**config.mk**
```make
export PLATFORM = sky130hd
export DESIGN_NAME = rapcore
export DESIGN_NICKNAME = d
export VERILOG_FILES = /design/src/rapcore_pkg.sv /design/src/spi_word.sv /design/src/command_handler.sv /design/src/dda_timer.sv /design/src/quad_enc.sv /design/src/rapcore.sv
export SDC_FILE = /design/constraint.sdc
export NUM_CORES = 2
export LEC_CHECK = 0
export BUFFER_PORTS_ARGS = -buffer_cell sky130_fd_sc_hd__clkbuf_2
export CAP_MARGIN = 20
export CORE_MARGIN = 2
export CORE_UTILIZATION = 35
export CTS_CLUSTER_DIAMETER = 100
export DETAILED_ROUTE_END_ITERATION = 8
export MAX_ROUTING_LAYER = met4
export PLACE_DENSITY_LB_ADDON = 0.25
export SLEW_MARGIN = 0
export SYNTH_ARGS = -nofsm -noshare
export SYNTH_HDL_FRONTEND = slang
export SYNTH_SLANG_ARGS = --single-unit
```
**constraint.sdc**
```tcl
create_clock -name CLK -period 12.1 [get_ports CLK]
set_input_delay 0.605 -clock CLK [delete_from_list [all_inputs] [get_ports CLK]]
set_output_delay 0.605 -clock CLK [all_outputs]
set_load 0.02 [all_outputs]
```
**src/rapcore_pkg.sv**
```systemverilog
`default_nettype none

package rapcore_pkg;

  // Host words are 64 bits, command header in the top byte
  parameter int WORD_BITS = 64;

  // Header codes
  // Coordinated move, three data words follow
  parameter logic [7:0] CMD_COORDINATED_STEP = 8'h01;
  // Single word, enable level in bit 0
  parameter logic [7:0] CMD_MOTOR_ENABLE = 8'h0a;
  // Single word, divisor in the low byte
  parameter logic [7:0] CMD_CLK_DIVISOR = 8'h03;
  // Version reply goes out on the next transfer
  parameter logic [7:0] CMD_API_VERSION = 8'hfe;

  // API version fields
  // Reply byte 2
  parameter logic [7:0] VERSION_MAJOR = 8'd0;
  // Reply byte 1
  parameter logic [7:0] VERSION_MINOR = 8'd1;
  // Reply byte 0
  parameter logic [7:0] VERSION_PATCH = 8'd0;

  // DDA tick every 40 clocks out of reset
  parameter logic [7:0] DEFAULT_CLOCK_DIVISOR = 8'd40;

endpackage

`default_nettype wire

```
**src/spi_word.sv**
```systemverilog
`timescale 1ns/1ps
`default_nettype none

module spi_word
  import rapcore_pkg::*;
(
  input  wire                   CLK,
  input  wire                   resetn,
  input  wire                   sck,
  input  wire                   cs,
  input  wire                   copi,
  output wire                   cipo,
  input  wire  [WORD_BITS-1:0]  word_send_data,
  output logic                  word_received,
  output logic [WORD_BITS-1:0]  word_data_received
);

  localparam int CNT_BITS = $clog2(WORD_BITS);
  localparam logic [CNT_BITS-1:0] LAST_BIT = CNT_BITS'(WORD_BITS - 1);

  // Two sync flops, third flop keeps the previous level
  logic [2:0]           sck_r;
  logic [2:0]           cs_r;
  // Data only needs the two sync flops
  logic [1:0]           copi_r;
  logic [CNT_BITS-1:0]  bit_cnt;
  logic [WORD_BITS-1:0] rx_shift;
  logic [WORD_BITS-1:0] tx_shift;

  // Edges seen on the synchronized pins
  wire sck_rise = (sck_r[2:1] == 2'b01);
  wire sck_fall = (sck_r[2:1] == 2'b10);
  wire cs_fall  = (cs_r[2:1] == 2'b10);
  // CS is active low
  wire selected = ~cs_r[1];

  // MSB of the send register drives the pin
  assign cipo = tx_shift[WORD_BITS-1];

  always_ff @(posedge CLK) begin
    if (!resetn) begin
      sck_r         <= '0;
      // Idle high so reset does not look like a select
      cs_r          <= '1;
      bit_cnt       <= '0;
      tx_shift      <= '0;
      word_received <= 1'b0;
    end else begin
      sck_r         <= {sck_r[1:0], sck};
      cs_r          <= {cs_r[1:0], cs};
      word_received <= 1'b0;
      if (cs_fall) begin
        // New transfer, latch the prepared reply
        bit_cnt  <= '0;
        tx_shift <= word_send_data;
      end else if (selected) begin
        if (sck_rise) begin
          bit_cnt <= bit_cnt + 1'b1;
          // Counter wraps by itself after the last bit
          if (bit_cnt == LAST_BIT) begin
            word_received <= 1'b1;
          end
        end
        // Mode 0, next bit out on the falling edge
        if (sck_fall) begin
          tx_shift <= {tx_shift[WORD_BITS-2:0], 1'b0};
        end
      end
    end
  end

  // Receive path, MSB first
  always_ff @(posedge CLK) begin
    copi_r <= {copi_r[0], copi};
    if (selected && sck_rise) begin
      rx_shift <= {rx_shift[WORD_BITS-2:0], copi_r[1]};
      // Full word handed over with the strobe
      if (bit_cnt == LAST_BIT) begin
        word_data_received <= {rx_shift[WORD_BITS-2:0], copi_r[1]};
      end
    end
  end

endmodule

`default_nettype wire

```
**src/command_handler.sv**
```systemverilog
`timescale 1ns/1ps
`default_nettype none

module command_handler
  import rapcore_pkg::*;
#(
  parameter int MOVE_BUFFER_BITS = 1,
  parameter int ENC_BITS         = 64
) (
  input  wire                               CLK,
  input  wire                               resetn,
  input  wire                               word_received,
  input  wire  [WORD_BITS-1:0]              word_data_received,
  output wire  [WORD_BITS-1:0]              word_send_data,
  input  wire  signed [ENC_BITS-1:0]        enc_count,
  input  wire  [MOVE_BUFFER_BITS-1:0]       moveind,
  input  wire  [(1<<MOVE_BUFFER_BITS)-1:0]  stepfinished,
  output logic [(1<<MOVE_BUFFER_BITS)-1:0]  stepready,
  output wire  [WORD_BITS-1:0]              move_duration,
  output wire  [WORD_BITS-1:0]              increment,
  output wire  [WORD_BITS-1:0]              incrementincrement,
  output wire                               move_dir,
  output logic [7:0]                        clock_divisor,
  output logic                              enable,
  output wire                               buffer_dtr
);

  localparam int DEPTH = 1 << MOVE_BUFFER_BITS;

  // Move slots, read by the DDA at moveind
  logic [WORD_BITS-1:0] dur_mem    [DEPTH];
  logic [WORD_BITS-1:0] inc_mem    [DEPTH];
  logic [WORD_BITS-1:0] incinc_mem [DEPTH];
  logic                 dir_mem    [DEPTH];

  // Fields held until the last word lands
  logic                        dir_stage;
  logic [WORD_BITS-1:0]        dur_stage;
  logic [WORD_BITS-1:0]        inc_stage;
  // Encoder count taken at the move header
  logic signed [WORD_BITS-1:0] enc_store;

  logic [7:0]                  message_header;
  // Words seen in the current message, header is 1
  logic [1:0]                  word_count;
  logic [MOVE_BUFFER_BITS-1:0] write_ind;
  logic [WORD_BITS-1:0]        reply;

  wire [7:0] header_in = word_data_received[WORD_BITS-1 -: 8];
  // Multi-word messages still collecting data
  wire awaiting = (message_header == CMD_COORDINATED_STEP) ||
                  (message_header == CMD_API_VERSION);
  wire move_word = word_received && (message_header == CMD_COORDINATED_STEP);
  wire commit    = move_word && (word_count == 2'd3);
  // Toggle bits equal means the DDA is done with the slot
  wire slot_free = (stepready[write_ind] == stepfinished[write_ind]);

  assign word_send_data     = reply;
  assign buffer_dtr         = slot_free;
  assign move_duration      = dur_mem[moveind];
  assign increment          = inc_mem[moveind];
  assign incrementincrement = incinc_mem[moveind];
  assign move_dir           = dir_mem[moveind];

  always_ff @(posedge CLK) begin
    if (!resetn) begin
      message_header <= '0;
      word_count     <= '0;
      enable         <= 1'b0;
      clock_divisor  <= DEFAULT_CLOCK_DIVISOR;
      stepready      <= '0;
      write_ind      <= '0;
      reply          <= '0;
    end else if (word_received) begin
      // Reply only lives for one transfer
      reply <= '0;
      if (!awaiting) begin
        message_header <= header_in;
        word_count     <= 2'd1;
        case (header_in)
          CMD_MOTOR_ENABLE: enable <= word_data_received[0];
          CMD_CLK_DIVISOR:  clock_divisor <= word_data_received[7:0];
          // Patch, minor, major from the low byte up
          CMD_API_VERSION:  reply <= WORD_BITS'({VERSION_MAJOR, VERSION_MINOR, VERSION_PATCH});
          default: ;
        endcase
      end else if (message_header == CMD_API_VERSION) begin
        // Follow-up word carries nothing
        message_header <= '0;
        word_count     <= '0;
      end else begin
        word_count <= word_count + 1'b1;
        // Encoder snapshot rides out on the third data word
        if (word_count == 2'd2) begin
          reply <= enc_store;
        end
        if (word_count == 2'd3) begin
          message_header <= '0;
          word_count     <= '0;
          // Full buffer drops the move
          if (slot_free) begin
            stepready[write_ind] <= ~stepready[write_ind];
            write_ind            <= write_ind + 1'b1;
          end
        end
      end
    end
  end

  // Move staging and slot writes
  always_ff @(posedge CLK) begin
    if (word_received && !awaiting && (header_in == CMD_COORDINATED_STEP)) begin
      dir_stage <= word_data_received[0];
      // Sign extends to the word
      enc_store <= enc_count;
    end
    if (move_word && (word_count == 2'd1)) begin
      dur_stage <= word_data_received;
    end
    if (move_word && (word_count == 2'd2)) begin
      inc_stage <= word_data_received;
    end
    if (commit && slot_free) begin
      dir_mem[write_ind]    <= dir_stage;
      dur_mem[write_ind]    <= dur_stage;
      inc_mem[write_ind]    <= inc_stage;
      incinc_mem[write_ind] <= word_data_received;
    end
  end

  // Host overran the buffer, the DDA still owns this slot
  a_commit_free: assert property (@(posedge CLK) disable iff (!resetn)
    commit |-> slot_free)
    else $error("move dropped, slot %0d still pending", write_ind);

endmodule

`default_nettype wire

```
**src/dda_timer.sv**
```systemverilog
`timescale 1ns/1ps
`default_nettype none

module dda_timer
  import rapcore_pkg::*;
#(
  parameter int MOVE_BUFFER_BITS = 1
) (
  input  wire                               CLK,
  input  wire                               resetn,
  input  wire  [7:0]                        clock_divisor,
  input  wire  [WORD_BITS-1:0]              move_duration,
  input  wire  [WORD_BITS-1:0]              increment,
  input  wire  [WORD_BITS-1:0]              incrementincrement,
  input  wire                               move_dir,
  input  wire  [(1<<MOVE_BUFFER_BITS)-1:0]  stepready,
  output logic [(1<<MOVE_BUFFER_BITS)-1:0]  stepfinished,
  output logic [MOVE_BUFFER_BITS-1:0]       moveind,
  output logic                              step,
  output logic                              dir,
  output logic                              move_done
);

  logic [7:0]           div_cnt;
  logic                 active;
  // Phase accumulator, carry out is a step
  logic [WORD_BITS-1:0] accum;
  // Velocity, bent by incrementincrement each tick
  logic [WORD_BITS-1:0] work_inc;
  logic [WORD_BITS-1:0] tick_cnt;

  // Divisor of 0 or 1 ticks every clock
  wire tick = ({1'b0, div_cnt} + 9'd1) >= {1'b0, clock_divisor};
  wire pending = (stepready[moveind] != stepfinished[moveind]);
  wire [WORD_BITS:0]   accum_sum = {1'b0, accum} + {1'b0, work_inc};
  wire [WORD_BITS-1:0] tick_next = tick_cnt + 1'b1;
  // Zero duration still takes one tick
  wire last_tick = active && tick && (tick_next >= move_duration);

  // Free running so back-to-back moves keep the tick grid
  always_ff @(posedge CLK) begin
    if (!resetn) begin
      div_cnt <= '0;
    end else if (tick) begin
      div_cnt <= '0;
    end else begin
      div_cnt <= div_cnt + 1'b1;
    end
  end

  always_ff @(posedge CLK) begin
    if (!resetn) begin
      active       <= 1'b0;
      stepfinished <= '0;
      moveind      <= '0;
      step         <= 1'b0;
      dir          <= 1'b0;
      move_done    <= 1'b0;
    end else begin
      step      <= active && tick && accum_sum[WORD_BITS];
      move_done <= last_tick;
      if (!active) begin
        if (pending) begin
          active <= 1'b1;
          dir    <= move_dir;
        end
      end else if (last_tick) begin
        // Hand the slot back and look at the next one
        active                <= 1'b0;
        stepfinished[moveind] <= ~stepfinished[moveind];
        moveind               <= moveind + 1'b1;
      end
    end
  end

  // Idle keeps the next move preloaded, accumulator starts at zero
  always_ff @(posedge CLK) begin
    if (!active) begin
      accum    <= '0;
      work_inc <= increment;
      tick_cnt <= '0;
    end else if (tick) begin
      accum    <= accum_sum[WORD_BITS-1:0];
      // Two's complement add, same bits as unsigned
      work_inc <= work_inc + incrementincrement;
      tick_cnt <= tick_next;
    end
  end

  // A step needs a move still held in the buffer
  a_no_idle_step: assert property (@(posedge CLK) disable iff (!resetn)
    step |-> $past(pending))
    else $error("step pulse without an active move");

endmodule

`default_nettype wire

```
**src/quad_enc.sv**
```systemverilog
`timescale 1ns/1ps
`default_nettype none

module quad_enc
  import rapcore_pkg::*;
#(
  parameter int ENC_BITS = 64
) (
  input  wire                        CLK,
  input  wire                        resetn,
  input  wire                        a,
  input  wire                        b,
  output logic signed [ENC_BITS-1:0] count,
  output logic                       faultn
);

  // Two sync flops plus the previous sample
  logic [2:0] a_r;
  logic [2:0] b_r;

  wire a_chg = a_r[2] ^ a_r[1];
  wire b_chg = b_r[2] ^ b_r[1];
  // New A against old B, high when A leads
  wire count_up = a_r[1] ^ b_r[2];

  always_ff @(posedge CLK) begin
    if (!resetn) begin
      // Pins expected idle low out of reset
      a_r    <= '0;
      b_r    <= '0;
      count  <= '0;
      faultn <= 1'b1;
    end else begin
      a_r <= {a_r[1:0], a};
      b_r <= {b_r[1:0], b};
      if (a_chg && b_chg) begin
        // Skipped a Gray state, held until reset
        faultn <= 1'b0;
      end else if (a_chg || b_chg) begin
        if (count_up) begin
          count <= count + 1'b1;
        end else begin
          count <= count - 1'b1;
        end
      end
    end
  end

endmodule

`default_nettype wire

```
**src/rapcore.sv**
```systemverilog
`timescale 1ns/1ps
`default_nettype none

module rapcore
  import rapcore_pkg::*;
#(
  parameter int MOVE_BUFFER_BITS = 1,
  parameter int ENC_BITS         = 64
) (
  input  wire CLK,
  input  wire resetn,
  // SPI slave, cs active low
  input  wire sck,
  input  wire cs,
  input  wire copi,
  output wire cipo,
  // Quadrature encoder
  input  wire enc_a,
  input  wire enc_b,
  // Motor drive
  output wire step,
  output wire dir,
  output wire enable,
  // Status
  output wire move_done,
  output wire buffer_dtr,
  output wire enc_faultn
);

  localparam int DEPTH = 1 << MOVE_BUFFER_BITS;

  // SPI word path
  wire                        word_received;
  wire [WORD_BITS-1:0]        word_data_received;
  wire [WORD_BITS-1:0]        word_send_data;

  // Move buffer toward the DDA
  wire [DEPTH-1:0]            stepready;
  wire [DEPTH-1:0]            stepfinished;
  wire [MOVE_BUFFER_BITS-1:0] moveind;
  wire [WORD_BITS-1:0]        move_duration;
  wire [WORD_BITS-1:0]        increment;
  wire [WORD_BITS-1:0]        incrementincrement;
  wire                        move_dir;
  wire [7:0]                  clock_divisor;

  wire signed [ENC_BITS-1:0]  enc_count;

  spi_word spi_word_i (
    .CLK                (CLK),
    .resetn             (resetn),
    .sck                (sck),
    .cs                 (cs),
    .copi               (copi),
    .cipo               (cipo),
    .word_send_data     (word_send_data),
    .word_received      (word_received),
    .word_data_received (word_data_received)
  );

  command_handler #(
    .MOVE_BUFFER_BITS (MOVE_BUFFER_BITS),
    .ENC_BITS         (ENC_BITS)
  ) command_handler_i (
    .CLK                (CLK),
    .resetn             (resetn),
    .word_received      (word_received),
    .word_data_received (word_data_received),
    .word_send_data     (word_send_data),
    .enc_count          (enc_count),
    .moveind            (moveind),
    .stepfinished       (stepfinished),
    .stepready          (stepready),
    .move_duration      (move_duration),
    .increment          (increment),
    .incrementincrement (incrementincrement),
    .move_dir           (move_dir),
    .clock_divisor      (clock_divisor),
    .enable             (enable),
    .buffer_dtr         (buffer_dtr)
  );

  dda_timer #(
    .MOVE_BUFFER_BITS (MOVE_BUFFER_BITS)
  ) dda_timer_i (
    .CLK                (CLK),
    .resetn             (resetn),
    .clock_divisor      (clock_divisor),
    .move_duration      (move_duration),
    .increment          (increment),
    .incrementincrement (incrementincrement),
    .move_dir           (move_dir),
    .stepready          (stepready),
    .stepfinished       (stepfinished),
    .moveind            (moveind),
    .step               (step),
    .dir                (dir),
    .move_done          (move_done)
  );

  quad_enc #(
    .ENC_BITS (ENC_BITS)
  ) quad_enc_i (
    .CLK    (CLK),
    .resetn (resetn),
    .a      (enc_a),
    .b      (enc_b),
    .count  (enc_count),
    .faultn (enc_faultn)
  );

endmodule

`default_nettype wire

```
==> flow_summary.toml <==
[setup_path]
cp-startpoint = "dda_timer_i.tick_cnt[0]$_SDFFE_PN0P_"
path_class = "flip-flop to flip-flop"
crit_path_frequent_cell = "nand2_1"
cp.required_ns = 12.74
cp_max_fo = 6
cp_slowest_cell = "o31ai_1"
critical_path_arrival_ns = 6.07
cpPeakStageDelay_ns = 0.76
start_kind = "flip-flop"
r2r_start = "dda_timer_i.tick_cnt[0]$_SDFFE_PN0P_"
worstSetupEndpointType = "flip-flop"
cp_cell_sequence = "ha_1 -> and3_2 -> and2_4 -> and3_1 -> nor2b_1 -> nand2_1 -> nor2_1 -> nand3_1 -> xnor2_1 -> ha_1 -> nand4_1 -> nor2_1 -> nand2_1 -> nor4_1 -> a211oi_1 -> o31ai_1 -> a221oi_1 -> o21ai_0 -> nand2_1 -> xnor2_1 -> and2_1"

[pwr]
combPwrFrac = 0.172
power_leakage_nw = 22.3
netSwitchingPower_mw = 2.65
intPower_mw = 7.19
power_per_cell_area_nw_per_um2 = 162
seqPwrFrac = 0.442
clkPwrFrac = 0.386
vdd_ir_drop_max_uv = 132
swShare = 0.269

[placement]
hpwlAfterDp_um = 78800
port-buffer-count = 13
gp_congestion = 0.867
placed_area_um2 = 56500

[floorplanning]
std_cell_rows = 144
die-area_um2 = 159000
start_util = 0.353
die_y_um = 399
ios = 14
die_w_um = 399
core_um2 = 154000

[sta]
fin_tns_setup_ns = 0
finalSetupViolations = 0
clock.fmax_ghz = 0.184
fin_skew_ns = 0.0489
drv_slew = 0
period_minus_slack_ns = 5.44
hold_violations = 0
rsz0062_at_grt = "false"
relSlewSlack = 0.228
tightest_slew_ns = 1.15
fin_crit_sh = 0.449

[run_status]
status = "complete, no violations"

[yosys]
synth.net_count = 4919
synth_edf_count = 770
yosys_warnings = 0
synthArstFlopShare = 0
synthFlopType = "edfxtp_1"
synth_seq_area_share = 0.564
avgSynthCellArea_um2 = 11.7
synth_area_um2 = 54500
synth_cell_types = 102
ys_ff_latch = 1150
syn-instance-count = 4641

[layout]
final_common_cell = "edfxtp_1"
fillCellCount = 14700
final_cell_mix = "770 x edfxtp_1, 419 x nand2_1, 377 x dfxtp_1"
drive_gt1_frac = 0.0778
nNetsFinal = 4853
syn_to_final_growth_pct = 11.4
largest_registers = "command_handler_i.dur_mem x128, command_handler_i.inc_mem x128, command_handler_i.incinc_mem x128"
post-route-cell-area_um2 = 60700

[job]
cap_violations = 0

[grt]
grt_use_total = 0.158
grt_pass1_vias = 34000
grt_antenna_before_repair = 1
gr-total-overflow = 0
grt_pass1_wl_um = 194000
grt_start_max_net_pins = 203

[clock_tree]
insertion_delay_ns = 0.75
cts_resized = 0
cts-buffers-inserted = 120
cts_tree = "built"
path_clk_slew_ns = 0.06
clock-sinks = 1150
cts_root_buf = "clkbuf_16"
htreeDepth = 3
cts_max_path_buffers = 3

[detailed_routing]
antenna_left = 0
vias = 34100
viasPerCell = 5.07
drtPass1Iterations = 6
drt_wl_total_um = 122000
wire_per_inst_um = 18.2
drc = 0
drtIter0Drc = 2046

[worst_hold_path]
hold_class = "input port to flip-flop"
hold_start = "cs"
==> power groups by stage <==
stage | combinational, mW | sequential [mW] | clock [mW]
3_3_place_gp | 1.68 | 4.43 | 0
3_5_place_dp | 1.68 | 4.43 | 0
5_1_grt | 1.90 | 4.36 | 4.06
6_report | 1.69 | 4.35 | 3.80
2_1_floorplan | 1.34 | 4.40 | 0
4_1_cts | 1.69 | 4.35 | 3.91
==> area by class of cell <==
class | instances | area, µm² | area share
flip-flops and latches | 1150 | 30700 | 0.506
inverters | 72 | 270 | 0.00445
clock buffers | 163 | 3390 | 0.0558
well taps | 2044 | 2560 | 0.0421
repair buffers | 46 | 384 | 0.00633
multi-input cells | 3185 | 22600 | 0.373
diodes | 1 | 2.50 | 0.0000412
clock inverters | 63 | 727 | 0.0120
==> kinds of logic after synthesis <==
family,after synthesis,share of synthesized area
XOR/XNOR,303,0.0487
buffers and inverters,306,0.0218
flip-flops,1150,0.564
multiplexers,303,0.0571
adder cells (fa/ha/maj),271,0.0627
AO/OA/AOI/OAI,1040,0.125
AND/OR/NAND/NOR,1268,0.120
==> per-stage QoR <==
step | instances | worst slack [ns] | util | total power [mW] | hold slack, ns
finish | 6724 | 6.66 | 0.393 | 9.84 | 0.0759
detailed placement | 6494 | 6.63 | 0.366 | 6.11 | 0.316
global route | 6724 | 6.11 | 0.393 | 10.3 | 0.0374
global placement | 6493 | 6.65 | 0.366 | 6.11 | 0.311
CTS | 6722 | 6.57 | 0.393 | 9.95 | 0.00475
floorplan | 4641 | 2.02 | - | 5.74 | 0.310
==> synthesized netlist by cell type, types with 46 or more instances <==
library cell | n | area (µm²)
a21boi_0 | 51 | 383
a21o_1 | 146 | 1100
a21oi_1 | 311 | 1560
and2_1 | 95 | 594
and3_1 | 46 | 288
clkbuf_1 | 183 | 687
dfxtp_1 | 380 | 7610
edfxtp_1 | 770 | 23100
ha_1 | 268 | 3350
inv_1 | 72 | 270
mux2_2 | 63 | 709
mux2i_1 | 240 | 2400
nand2_1 | 419 | 1570
nand3_1 | 81 | 405
nand4_1 | 85 | 532
nor2_1 | 146 | 548
nor2b_1 | 232 | 1450
o211a_1 | 75 | 751
o21ai_0 | 221 | 1110
xnor2_1 | 180 | 1580
xor2_1 | 123 | 1080
==> final timing paths <==
check / slack (ns) / cells after the start / to
max: 6.66 / 21 / dda_timer_i.stepfinished[1]$_SDFFE_PN0P_
max reg2reg: 6.66 / 21 / dda_timer_i.stepfinished[1]$_SDFFE_PN0P_
min reg2reg: 0.33 / 0 / spi_word_i.copi_r[1]$_DFF_P_
min: 0.08 / 2 / spi_word_i.cs_r[0]$_SDFF_PN1_
==> repair_timing <==
| action | 4_1_cts | 5_1_grt |
|---|---|---|
| setup buffers | 0 | 0 |
| hold endpoints to repair | 2 | 0 |
| hold buffers | 2 | 0 |
==> metal layers <==
| layer | track usage | up-vias | part of all wire |
|---|---|---|---|
| li1 | - | 16900 | - |
| met1 | 0.206 | 16500 | 0.47 |
| met2 | 0.259 | 492 | 0.48 |
| met3 | 0.0220 | 169 | 0.033 |
| met4 | 0.0379 | 0 | 0.020 |
| met5 | - | - | 0 |
==> critical path, delay by kind of cell, from the launching register on <==
family	cells	cell delay (ns)
and+or+nand+nor	13	2.46
AOI/OAI and AO/OA	4	1.68
adders and majority gates	2	0.49
DFF	1	0.39
xor gates and xnor gates	2	0.31
Power figures use the tool's default switching activity.
